[config.mk]
export PLATFORM = sky130hd
export DESIGN_NAME = fpsu
export DESIGN_NICKNAME = d
export VERILOG_FILES = /design/src/hw/fpsu_pkg.sv /design/src/hw/fadd_lane.sv /design/src/hw/fmul_lane.sv /design/src/hw/fpsu_retire.sv /design/src/hw/fpsu.sv
export SDC_FILE = /design/constraint.sdc
export NUM_CORES = 2
export LEC_CHECK = 0
export BUFFER_PORTS_ARGS = -buffer_cell sky130_fd_sc_hd__buf_2
export CORE_AREA = 3 3 354 356
export DETAILED_ROUTE_END_ITERATION = 8
export DIE_AREA = 0 0 357 359
export PLACE_DENSITY = 0.83
export SLEW_MARGIN = 0
export SYNTH_ARGS = -nofsm -noshare
export SYNTH_HDL_FRONTEND = slang
export SYNTH_SLANG_ARGS = --single-unit
export TNS_END_PERCENT = 100
[constraint.sdc]
create_clock -name clk -period 22.2 [get_ports clk]
set_input_delay 2.22 -clock clk [delete_from_list [all_inputs] [get_ports clk]]
set_output_delay 2.22 -clock clk [all_outputs]
set_load 0.01 [all_outputs]
[src/hw/fpsu_pkg.sv]
/*
  shared widths, float constants, flag layout and latency for the
  packed single-precision unit, plus the lane opcode and exception enums
*/
`default_nettype none

package fpsu_pkg;

  // one single-precision value and one packed operand
  localparam int SP_W  = 32;
  localparam int VEC_W = 64;

  // ieee single fields
  localparam int EXP_W    = 8;
  localparam int MAN_W    = 23;
  localparam int EXP_BIAS = 127;

  // canonical quiet nan
  localparam logic [SP_W-1:0] QNAN = 32'h7FC00000;

  // bit 0 invalid, bit 1 overflow
  localparam int FLAG_W = 2;

  // issue to retire, in cycles
  localparam int LANE_LAT = 3;

  // lane 1 opcodes
  typedef enum logic [2:0] {
    FADD  = 3'd0,
    FSUB  = 3'd1,
    FRSUB = 3'd2,
    FAND  = 3'd3,
    FOR   = 3'd4,
    FXOR  = 3'd5,
    FANDN = 3'd6
  } fadd_op_t;

  // lane 2 opcodes
  typedef enum logic [1:0] {
    FMUL    = 2'd0,
    FMUL_LO = 2'd1,
    FSWAP   = 2'd2,
    FDUP    = 2'd3
  } fmul_op_t;

  // reported exception, invalid has priority
  typedef enum logic [1:0] {
    EXC_NONE     = 2'd0,
    EXC_INVALID  = 2'd1,
    EXC_OVERFLOW = 2'd2
  } exc_code_t;

endpackage

`default_nettype wire

[src/hw/fadd_lane.sv]
/*
  lane 1: packed single add, subtract, reverse subtract and 64-bit logic ops
  operand, result and output registers, round toward zero, denormals flushed
*/
`default_nettype none

module fadd_lane (
  input  wire logic                        clk,
  input  wire logic                        rst,
  input  wire logic                        en,
  input  wire fpsu_pkg::fadd_op_t          op,
  input  wire logic [fpsu_pkg::VEC_W-1:0]  a,
  input  wire logic [fpsu_pkg::VEC_W-1:0]  b,
  output logic      [fpsu_pkg::VEC_W-1:0]  res,
  output logic      [fpsu_pkg::FLAG_W-1:0] flags,
  output logic                             valid
);

  logic [fpsu_pkg::VEC_W-1:0]  a_q;
  logic [fpsu_pkg::VEC_W-1:0]  b_q;
  fpsu_pkg::fadd_op_t          op_q;
  logic                        v_q;
  logic [fpsu_pkg::VEC_W-1:0]  res_q;
  logic [fpsu_pkg::FLAG_W-1:0] flags_q;
  logic                        v2_q;

  logic [fpsu_pkg::SP_W-1:0]   half_res [2];
  logic [fpsu_pkg::FLAG_W-1:0] half_fl [2];
  logic [fpsu_pkg::VEC_W-1:0]  res_d;
  logic [fpsu_pkg::FLAG_W-1:0] flags_d;
  logic                        is_sub;
  logic                        is_rsub;

  // leading zeros of the 27-bit raw sum
  function automatic logic [4:0] lzc27(input logic [26:0] v);
    logic [4:0] n;
    n = 5'd27;
    for (int i = 0; i < 27; i++) begin
      if (v[i]) n = 5'(26 - i);
    end
    return n;
  endfunction

  assign is_sub  = (op_q == fpsu_pkg::FSUB) || (op_q == fpsu_pkg::FRSUB);
  assign is_rsub = (op_q == fpsu_pkg::FRSUB);

  for (genvar h = 0; h < 2; h++) begin : g_half
    logic [fpsu_pkg::SP_W-1:0]   x;
    logic [fpsu_pkg::SP_W-1:0]   y;
    logic                        xs, ys, rs;
    logic [fpsu_pkg::EXP_W-1:0]  xe, ye, big_e, small_e, shamt;
    logic [fpsu_pkg::MAN_W-1:0]  xm, ym, big_m, small_m;
    logic                        x_nan, y_nan, x_inf, y_inf, x_zero, y_zero;
    logic                        swap, eff_sub;
    logic [26:0]                 big_sig, small_sig, mag, norm;
    logic [4:0]                  lz;
    int                          re;
    logic [fpsu_pkg::SP_W-1:0]   r;
    logic [fpsu_pkg::FLAG_W-1:0] fl;

    // frsub is b - a, so swap the operands before negating y
    assign x = is_rsub ? b_q[h*fpsu_pkg::SP_W +: fpsu_pkg::SP_W]
                       : a_q[h*fpsu_pkg::SP_W +: fpsu_pkg::SP_W];
    assign y = is_rsub ? a_q[h*fpsu_pkg::SP_W +: fpsu_pkg::SP_W]
                       : b_q[h*fpsu_pkg::SP_W +: fpsu_pkg::SP_W];

    assign xs = x[fpsu_pkg::SP_W-1];
    assign ys = y[fpsu_pkg::SP_W-1] ^ is_sub;
    assign xe = x[fpsu_pkg::MAN_W +: fpsu_pkg::EXP_W];
    assign ye = y[fpsu_pkg::MAN_W +: fpsu_pkg::EXP_W];
    assign xm = x[fpsu_pkg::MAN_W-1:0];
    assign ym = y[fpsu_pkg::MAN_W-1:0];

    assign x_nan  = (&xe) && (|xm);
    assign y_nan  = (&ye) && (|ym);
    assign x_inf  = (&xe) && !(|xm);
    assign y_inf  = (&ye) && !(|ym);
    // denormals count as zero
    assign x_zero = (xe == '0);
    assign y_zero = (ye == '0);

    // order by magnitude so the difference never goes negative
    assign swap    = {ye, ym} > {xe, xm};
    assign big_e   = swap ? ye : xe;
    assign big_m   = swap ? ym : xm;
    assign small_e = swap ? xe : ye;
    assign small_m = swap ? xm : ym;
    assign rs      = swap ? ys : xs;
    assign eff_sub = xs ^ ys;
    assign shamt   = big_e - small_e;

    // carry, hidden, fraction, two guard bits
    assign big_sig   = {1'b0, 1'b1, big_m, 2'b00};
    assign small_sig = {1'b0, 1'b1, small_m, 2'b00} >> shamt;
    assign mag       = eff_sub ? big_sig - small_sig : big_sig + small_sig;
    assign lz        = lzc27(mag);
    assign norm      = mag << lz;
    assign re        = int'(big_e) + 1 - int'(lz);

    always_comb begin
      fl = '0;
      if (x_nan || y_nan) begin
        r = fpsu_pkg::QNAN;
      end else if (x_inf && y_inf && eff_sub) begin
        r     = fpsu_pkg::QNAN;
        fl[0] = 1'b1;
      end else if (x_inf) begin
        r = {xs, {fpsu_pkg::EXP_W{1'b1}}, {fpsu_pkg::MAN_W{1'b0}}};
      end else if (y_inf) begin
        r = {ys, {fpsu_pkg::EXP_W{1'b1}}, {fpsu_pkg::MAN_W{1'b0}}};
      end else if (x_zero && y_zero) begin
        // -0 only when both zeros are negative
        r = {xs & ys, {(fpsu_pkg::SP_W-1){1'b0}}};
      end else if (y_zero) begin
        r = {xs, xe, xm};
      end else if (x_zero) begin
        r = {ys, ye, ym};
      end else if (mag == '0) begin
        r = '0;
      end else if (re >= 255) begin
        r     = {rs, {fpsu_pkg::EXP_W{1'b1}}, {fpsu_pkg::MAN_W{1'b0}}};
        fl[1] = 1'b1;
      end else if (re <= 0) begin
        r = {rs, {(fpsu_pkg::SP_W-1){1'b0}}};
      end else begin
        r = {rs, fpsu_pkg::EXP_W'(re), norm[25:3]};
      end
    end

    assign half_res[h] = r;
    assign half_fl[h]  = fl;
  end

  always_comb begin
    flags_d = '0;
    case (op_q)
      fpsu_pkg::FAND:  res_d = a_q & b_q;
      fpsu_pkg::FOR:   res_d = a_q | b_q;
      fpsu_pkg::FXOR:  res_d = a_q ^ b_q;
      // andn inverts a
      fpsu_pkg::FANDN: res_d = ~a_q & b_q;
      default: begin
        res_d   = {half_res[1], half_res[0]};
        flags_d = half_fl[1] | half_fl[0];
      end
    endcase
  end

  always_ff @(posedge clk) begin
    if (en) begin
      a_q  <= a;
      b_q  <= b;
      op_q <= op;
    end
    if (v_q) begin
      res_q   <= res_d;
      flags_q <= flags_d;
    end
    // output register
    if (v2_q) begin
      res   <= res_q;
      flags <= flags_q;
    end
  end

  always_ff @(posedge clk) begin
    if (rst) begin
      v_q   <= 1'b0;
      v2_q  <= 1'b0;
      valid <= 1'b0;
    end else begin
      v_q   <= en;
      v2_q  <= v_q;
      valid <= v2_q;
    end
  end

  a_valid_known: assert property (@(posedge clk) disable iff (rst) !$isunknown(valid));

endmodule

`default_nettype wire

[src/hw/fmul_lane.sv]
/*
  lane 2: packed single multiply, low-half multiply and half permutes
  operand, result and output registers, round toward zero, denormals flushed
*/
`default_nettype none

module fmul_lane (
  input  wire logic                        clk,
  input  wire logic                        rst,
  input  wire logic                        en,
  input  wire fpsu_pkg::fmul_op_t          op,
  input  wire logic [fpsu_pkg::VEC_W-1:0]  a,
  input  wire logic [fpsu_pkg::VEC_W-1:0]  b,
  output logic      [fpsu_pkg::VEC_W-1:0]  res,
  output logic      [fpsu_pkg::FLAG_W-1:0] flags,
  output logic                             valid
);

  logic [fpsu_pkg::VEC_W-1:0]  a_q;
  logic [fpsu_pkg::VEC_W-1:0]  b_q;
  fpsu_pkg::fmul_op_t          op_q;
  logic                        v_q;
  logic [fpsu_pkg::VEC_W-1:0]  res_q;
  logic [fpsu_pkg::FLAG_W-1:0] flags_q;
  logic                        v2_q;

  logic [fpsu_pkg::SP_W-1:0]   half_res [2];
  logic [fpsu_pkg::FLAG_W-1:0] half_fl [2];
  logic [fpsu_pkg::VEC_W-1:0]  res_d;
  logic [fpsu_pkg::FLAG_W-1:0] flags_d;

  for (genvar h = 0; h < 2; h++) begin : g_half
    logic [fpsu_pkg::SP_W-1:0]   x;
    logic [fpsu_pkg::SP_W-1:0]   y;
    logic                        rs;
    logic [fpsu_pkg::EXP_W-1:0]  xe, ye;
    logic [fpsu_pkg::MAN_W-1:0]  xm, ym, pm;
    logic                        x_nan, y_nan, x_inf, y_inf, x_zero, y_zero;
    logic [47:0]                 pr;
    int                          re;
    logic [fpsu_pkg::SP_W-1:0]   r;
    logic [fpsu_pkg::FLAG_W-1:0] fl;

    assign x  = a_q[h*fpsu_pkg::SP_W +: fpsu_pkg::SP_W];
    assign y  = b_q[h*fpsu_pkg::SP_W +: fpsu_pkg::SP_W];
    assign rs = x[fpsu_pkg::SP_W-1] ^ y[fpsu_pkg::SP_W-1];
    assign xe = x[fpsu_pkg::MAN_W +: fpsu_pkg::EXP_W];
    assign ye = y[fpsu_pkg::MAN_W +: fpsu_pkg::EXP_W];
    assign xm = x[fpsu_pkg::MAN_W-1:0];
    assign ym = y[fpsu_pkg::MAN_W-1:0];

    assign x_nan  = (&xe) && (|xm);
    assign y_nan  = (&ye) && (|ym);
    assign x_inf  = (&xe) && !(|xm);
    assign y_inf  = (&ye) && !(|ym);
    assign x_zero = (xe == '0);
    assign y_zero = (ye == '0);

    // product of 1.x by 1.y lies in [1,4), so at most one shift
    assign pr = {1'b1, xm} * {1'b1, ym};
    assign pm = pr[47] ? pr[46:24] : pr[45:23];
    assign re = int'(xe) + int'(ye) - fpsu_pkg::EXP_BIAS + int'(pr[47]);

    always_comb begin
      fl = '0;
      if (x_nan || y_nan) begin
        r = fpsu_pkg::QNAN;
      end else if ((x_inf && y_zero) || (x_zero && y_inf)) begin
        r     = fpsu_pkg::QNAN;
        fl[0] = 1'b1;
      end else if (x_inf || y_inf) begin
        r = {rs, {fpsu_pkg::EXP_W{1'b1}}, {fpsu_pkg::MAN_W{1'b0}}};
      end else if (x_zero || y_zero) begin
        r = {rs, {(fpsu_pkg::SP_W-1){1'b0}}};
      end else if (re >= 255) begin
        r     = {rs, {fpsu_pkg::EXP_W{1'b1}}, {fpsu_pkg::MAN_W{1'b0}}};
        fl[1] = 1'b1;
      end else if (re <= 0) begin
        // underflow flushes to signed zero
        r = {rs, {(fpsu_pkg::SP_W-1){1'b0}}};
      end else begin
        r = {rs, fpsu_pkg::EXP_W'(re), pm};
      end
    end

    assign half_res[h] = r;
    assign half_fl[h]  = fl;
  end

  always_comb begin
    flags_d = '0;
    case (op_q)
      fpsu_pkg::FMUL: begin
        res_d   = {half_res[1], half_res[0]};
        flags_d = half_fl[1] | half_fl[0];
      end
      // high half of a passes through untouched
      fpsu_pkg::FMUL_LO: begin
        res_d   = {a_q[fpsu_pkg::VEC_W-1:fpsu_pkg::SP_W], half_res[0]};
        flags_d = half_fl[0];
      end
      fpsu_pkg::FSWAP: res_d = {a_q[fpsu_pkg::SP_W-1:0], a_q[fpsu_pkg::VEC_W-1:fpsu_pkg::SP_W]};
      default:         res_d = {a_q[fpsu_pkg::SP_W-1:0], a_q[fpsu_pkg::SP_W-1:0]};
    endcase
  end

  always_ff @(posedge clk) begin
    if (en) begin
      a_q  <= a;
      b_q  <= b;
      op_q <= op;
    end
    if (v_q) begin
      res_q   <= res_d;
      flags_q <= flags_d;
    end
    // output register
    if (v2_q) begin
      res   <= res_q;
      flags <= flags_q;
    end
  end

  always_ff @(posedge clk) begin
    if (rst) begin
      v_q   <= 1'b0;
      v2_q  <= 1'b0;
      valid <= 1'b0;
    end else begin
      v_q   <= en;
      v2_q  <= v_q;
      valid <= v2_q;
    end
  end

  a_op_legal: assert property (@(posedge clk) disable iff (rst)
    en |-> op inside {fpsu_pkg::FMUL, fpsu_pkg::FMUL_LO, fpsu_pkg::FSWAP, fpsu_pkg::FDUP});

endmodule

`default_nettype wire

[src/hw/fpsu_retire.sv]
/*
  retire stage: result registers for both lanes, masked exception
  report per lane and the sticky status word
*/
`default_nettype none

module fpsu_retire (
  input  wire logic                        clk,
  input  wire logic                        rst,
  input  wire logic [fpsu_pkg::FLAG_W-1:0] exc_mask,
  input  wire logic [fpsu_pkg::VEC_W-1:0]  u1_res_in,
  input  wire logic [fpsu_pkg::VEC_W-1:0]  u2_res_in,
  input  wire logic [fpsu_pkg::FLAG_W-1:0] u1_flags,
  input  wire logic [fpsu_pkg::FLAG_W-1:0] u2_flags,
  input  wire logic                        u1_valid_in,
  input  wire logic                        u2_valid_in,
  output logic      [fpsu_pkg::VEC_W-1:0]  u1_res,
  output logic      [fpsu_pkg::VEC_W-1:0]  u2_res,
  output logic                             u1_valid,
  output logic                             u2_valid,
  output logic                             u1_ret_en,
  output logic                             u2_ret_en,
  output fpsu_pkg::exc_code_t              u1_ret,
  output fpsu_pkg::exc_code_t              u2_ret,
  output logic      [fpsu_pkg::FLAG_W-1:0] status
);

  logic [fpsu_pkg::FLAG_W-1:0] u1_raised;
  logic [fpsu_pkg::FLAG_W-1:0] u2_raised;
  logic [fpsu_pkg::FLAG_W-1:0] u1_enabled;
  logic [fpsu_pkg::FLAG_W-1:0] u2_enabled;

  // invalid wins over overflow
  function automatic fpsu_pkg::exc_code_t encode(input logic [fpsu_pkg::FLAG_W-1:0] f);
    if (f[0]) return fpsu_pkg::EXC_INVALID;
    if (f[1]) return fpsu_pkg::EXC_OVERFLOW;
    return fpsu_pkg::EXC_NONE;
  endfunction

  // flags only count on a valid result
  assign u1_raised  = {fpsu_pkg::FLAG_W{u1_valid_in}} & u1_flags;
  assign u2_raised  = {fpsu_pkg::FLAG_W{u2_valid_in}} & u2_flags;
  assign u1_enabled = u1_raised & exc_mask;
  assign u2_enabled = u2_raised & exc_mask;

  always_ff @(posedge clk) begin
    u1_res <= u1_res_in;
    u2_res <= u2_res_in;
  end

  always_ff @(posedge clk) begin
    if (rst) begin
      u1_valid  <= 1'b0;
      u2_valid  <= 1'b0;
      u1_ret_en <= 1'b0;
      u2_ret_en <= 1'b0;
      u1_ret    <= fpsu_pkg::EXC_NONE;
      u2_ret    <= fpsu_pkg::EXC_NONE;
      status    <= '0;
    end else begin
      u1_valid  <= u1_valid_in;
      u2_valid  <= u2_valid_in;
      u1_ret_en <= |u1_enabled;
      u2_ret_en <= |u2_enabled;
      u1_ret    <= encode(u1_enabled);
      u2_ret    <= encode(u2_enabled);
      // sticky, masked flags included
      status    <= status | u1_raised | u2_raised;
    end
  end

  a_u1_ret_valid: assert property (@(posedge clk) disable iff (rst) u1_ret_en |-> u1_valid);
  a_u2_ret_valid: assert property (@(posedge clk) disable iff (rst) u2_ret_en |-> u2_valid);

endmodule

`default_nettype wire

[src/hw/fpsu.sv]
/*
  dual-lane packed single fpu top: add/logic lane, multiply/permute lane
  and the shared retire stage
*/
`default_nettype none

module fpsu (
  input  wire logic                        clk,
  input  wire logic                        rst,
  input  wire logic                        u1_en,
  input  wire fpsu_pkg::fadd_op_t          u1_op,
  input  wire logic [fpsu_pkg::VEC_W-1:0]  u1_a,
  input  wire logic [fpsu_pkg::VEC_W-1:0]  u1_b,
  input  wire logic                        u2_en,
  input  wire fpsu_pkg::fmul_op_t          u2_op,
  input  wire logic [fpsu_pkg::VEC_W-1:0]  u2_a,
  input  wire logic [fpsu_pkg::VEC_W-1:0]  u2_b,
  input  wire logic [fpsu_pkg::FLAG_W-1:0] exc_mask,
  output logic      [fpsu_pkg::VEC_W-1:0]  u1_res,
  output logic                             u1_valid,
  output fpsu_pkg::exc_code_t              u1_ret,
  output logic                             u1_ret_en,
  output logic      [fpsu_pkg::VEC_W-1:0]  u2_res,
  output logic                             u2_valid,
  output fpsu_pkg::exc_code_t              u2_ret,
  output logic                             u2_ret_en,
  output logic      [fpsu_pkg::FLAG_W-1:0] status
);

  logic [fpsu_pkg::VEC_W-1:0]  u1_lane_res;
  logic [fpsu_pkg::VEC_W-1:0]  u2_lane_res;
  logic [fpsu_pkg::FLAG_W-1:0] u1_lane_flags;
  logic [fpsu_pkg::FLAG_W-1:0] u2_lane_flags;
  logic                        u1_lane_valid;
  logic                        u2_lane_valid;

  fadd_lane u_fadd (
    .clk(clk), .rst(rst), .en(u1_en), .op(u1_op), .a(u1_a), .b(u1_b),
    .res(u1_lane_res), .flags(u1_lane_flags), .valid(u1_lane_valid)
  );

  fmul_lane u_fmul (
    .clk(clk), .rst(rst), .en(u2_en), .op(u2_op), .a(u2_a), .b(u2_b),
    .res(u2_lane_res), .flags(u2_lane_flags), .valid(u2_lane_valid)
  );

  fpsu_retire u_retire (
    .clk(clk), .rst(rst), .exc_mask(exc_mask),
    .u1_res_in(u1_lane_res), .u2_res_in(u2_lane_res),
    .u1_flags(u1_lane_flags), .u2_flags(u2_lane_flags),
    .u1_valid_in(u1_lane_valid), .u2_valid_in(u2_lane_valid),
    .u1_res(u1_res), .u2_res(u2_res),
    .u1_valid(u1_valid), .u2_valid(u2_valid),
    .u1_ret_en(u1_ret_en), .u2_ret_en(u2_ret_en),
    .u1_ret(u1_ret), .u2_ret(u2_ret),
    .status(status)
  );

endmodule

`default_nettype wire

==> results.cfg <==
[global_routing]
grt_pass1_wl_um = 422000
grt.overflow.total = 0
grt_start_max_net_pins = 78
antenna_found_initial = 19
grt_usage_pct = 43.1
grt_pass1_vias = 70900

[yosys]
synth_nets = 10700
synthAdderAreaFrac_pct = 32.4
synth_area_leaders = fa_1 (24%), edfxtp_1 (20%), ha_1 (8.3%)
synth_top_family_by_area = adder cells
ys_types = 124
mappedNetlistArea_mm2 = 0.0806
avgSynthCellArea_um2 = 9.05
synth-simple-area-share_pct = 16.9
seq_area_frac_synth_pct = 23.1
synth_area_leader_cell = fa_1
muxShareOfSynthArea_pct = 3.53
synth_seq_cells = 669
yosysMostFrequentCell = inv_1
synth-xor-area-share_pct = 2.08
synthesis.instances = 8907
ys.flop_type = edfxtp_1
yosys_warnings = 0
synth_compound_area_share_pct = 13.1
async_reset_ff_share_pct = 0
synth_common_cells = inv_1 (1357), nand2_1 (1108), fa_1 (968), ha_1 (536), edfxtp_1 (525)
synth.top_cell.area_share_pct = 24.0
synth-edff-count = 525

[setup_path]
rr_worst_depth = 62
ff2ff_setup_slack_ns = 5.36
worst_path_most_repeated_cell = a21oi_1
critPathMaxFanout = 69
crit_path_end = u_fadd.res_q[53]
timing.rr.end = u_fadd.res_q[53]
cpPeakStageDelay_ns = 0.80
crit_start = u_fadd.op_q[1]
crit_cells = 62
cp-end-kind = flop
critPathBufInv = 5
timing.rr.start = u_fadd.op_q[1]
cpMaxStageDelayCell = edfxtp_1
worstPathRequired_ns = 22.73
critPathTopFamily = compound AO/OA/AOI/OAI gates
critPathLaunchType = flop
crit_type = flop to flop
crit_arrival_ns = 17.37

[route]
drtIter0Drc = 8768
vias = 70300
viasPerCell = 6.57
drt_pass1_iterations = 7
drc = 0
wl_per_cell_um = 26.0
drt-total-wl_um = 278000
postRouteAntennaNets = 0

[clock_network]
cts_resized = 0
clkSinkCount = 669
cts-root-buf = clkbuf_16
clkLatencyLatePin_ns = 0.69
htreeDepth = 3
cts_hold_buf = 0
numCtsBuffers = 71
clk_pin_slew_ns = 0.06
cts_setup_buffers = 0
cts_tree = yes
cts_buffer_depth = 3

[floorplanning]
initial_core_util_pct = 66.0
placementRows = 128
die-height_um = 359
core_mm2 = 0.122
fp.dieArea_mm2 = 0.128
pin_count = 405
fp.dieW_um = 357

[timing]
fmax_mhz = 59.4
post-route-period-util_pct = 75.9
period_needed_ns = 16.84
final_max_slew_viol_count = 0
worst_slew_pin_slew_ns = 1.34
rsz0062_at_grt = no
finalSetupViolCount = 0
timing.hold.ws_ns = 0.324
final_hold_viol_count = 0
totalNegativeSetupSlack_ns = 0
skew_ns = 0.0264
maxSlewHeadroom_pct = 9.63

[place]
dp_cells = 10600
io_buffers = 404
detailed_place_hpwl_um = 204000
gp_congestion = 1.06

[worst_hold_path]
hold_path_class = flop to flop

[job]
cap_violations = 0

[final_layout]
layoutNonFillerInstCount = 10700
areaGrowthSynthToFinish_pct = 7.01
drive_above_1_share_pct = 9.31
fin_nets = 10800

[status]
status = finished, final reports clean
[metrics by stage]
| step | area (um2) | worst slack (ns) | util (%) |
|---|---|---|---|
| floorplan | 80600 | 9.12 | - |
| detailed placement | 83800 | 5.90 | 68.6 |
| finish | 86200 | 5.36 | 70.7 |
| CTS | 86200 | 5.82 | 70.6 |
| global route | 86200 | 4.24 | 70.6 |
| global placement | 83800 | 6.04 | 68.6 |
[layout make-up]
class                   count  area [um2]
multi-input cells        6346       54800
fillers                  8907       35800
flip-flops and latches    669       18700
inverters                1371        5150
repair buffers            547        3100
well taps                1625        2030
clock buffers              93        2000
clock inverters            37         444
diodes                     11        27.5
[layer usage]
layer  track usage (%)  share of wire, %  vias to the layer above  wire, um
li1                  -                 -                    30000         -
met1              57.1                36                    33700    101000
met2              64.1                43                     5438    120000
met3              12.6                14                     1186     39100
met4              23.0               6.6                       14     18200
met5                 0             0.028                        -        78
[worst min-delay path by stage]
stage | from | endpoint | slack (ns) | cells past startpoint
2_1_floorplan | u_fadd.res[0] | u_retire.u1_res[0] | 0.32 | 0
6_report | u_fmul.res[11] | u_retire.u2_res[11] | 0.32 | 0
5_1_grt | u_fmul.res[11] | u_retire.u2_res[11] | 0.34 | 0
3_5_place_dp | u_fadd.res[13] | u_retire.u1_res[13] | 0.33 | 0
4_1_cts | u_fadd.res[16] | u_retire.u1_res[16] | 0.33 | 0
3_3_place_gp | u_fadd.res[18] | u_retire.u1_res[18] | 0.32 | 0
[cell usage in the layout, fill, tap and decap left out, types with 38 or more instances in the layout]
master,instances
o21ai_0,380
ha_1,536
o22ai_1,38
a211oi_1,43
and2_1,449
nand2_1,1107
nand2b_1,56
mux2i_1,194
and3_1,43
fa_1,968
nor3_1,140
edfxtp_1,525
buf_2,402
xnor2_1,144
a21o_1,77
or3_1,44
o211ai_1,83
inv_1,1357
a31oi_1,82
mux2_2,38
nand4_1,50
a21oi_1,351
o221ai_1,47
buf_4,144
nand3_1,169
clkbuf_16,74
nor4_1,81
dfxtp_1,140
nor2b_1,85
nor2_1,441
xor2_1,40
[cell families after synthesis]
logic type               Yosys count
AND/OR/NAND/NOR                 2815
buffers and inverters           1892
adder cells (fa/ha/maj)         1504
XOR/XNOR                         188
multiplexers                     255
flip-flops                       669
AO/OA/AOI/OAI                   1584
[registers in the layout, indices dropped and copies added (netlist names), 3 cells and up]
register         cells
u_fadd.a_q          64
u_fadd.b_q          64
u_fadd.op_q          3
u_fadd.res          64
u_fadd.res_q        64
u_fmul.a_q          64
u_fmul.b_q          64
u_fmul.res          64
u_fmul.res_q        64
u_retire.u1_res     64
u_retire.u2_res     64
Power is not shown: default switching activity piles up to over one toggle a cycle in this logic, so the estimate is an artifact.
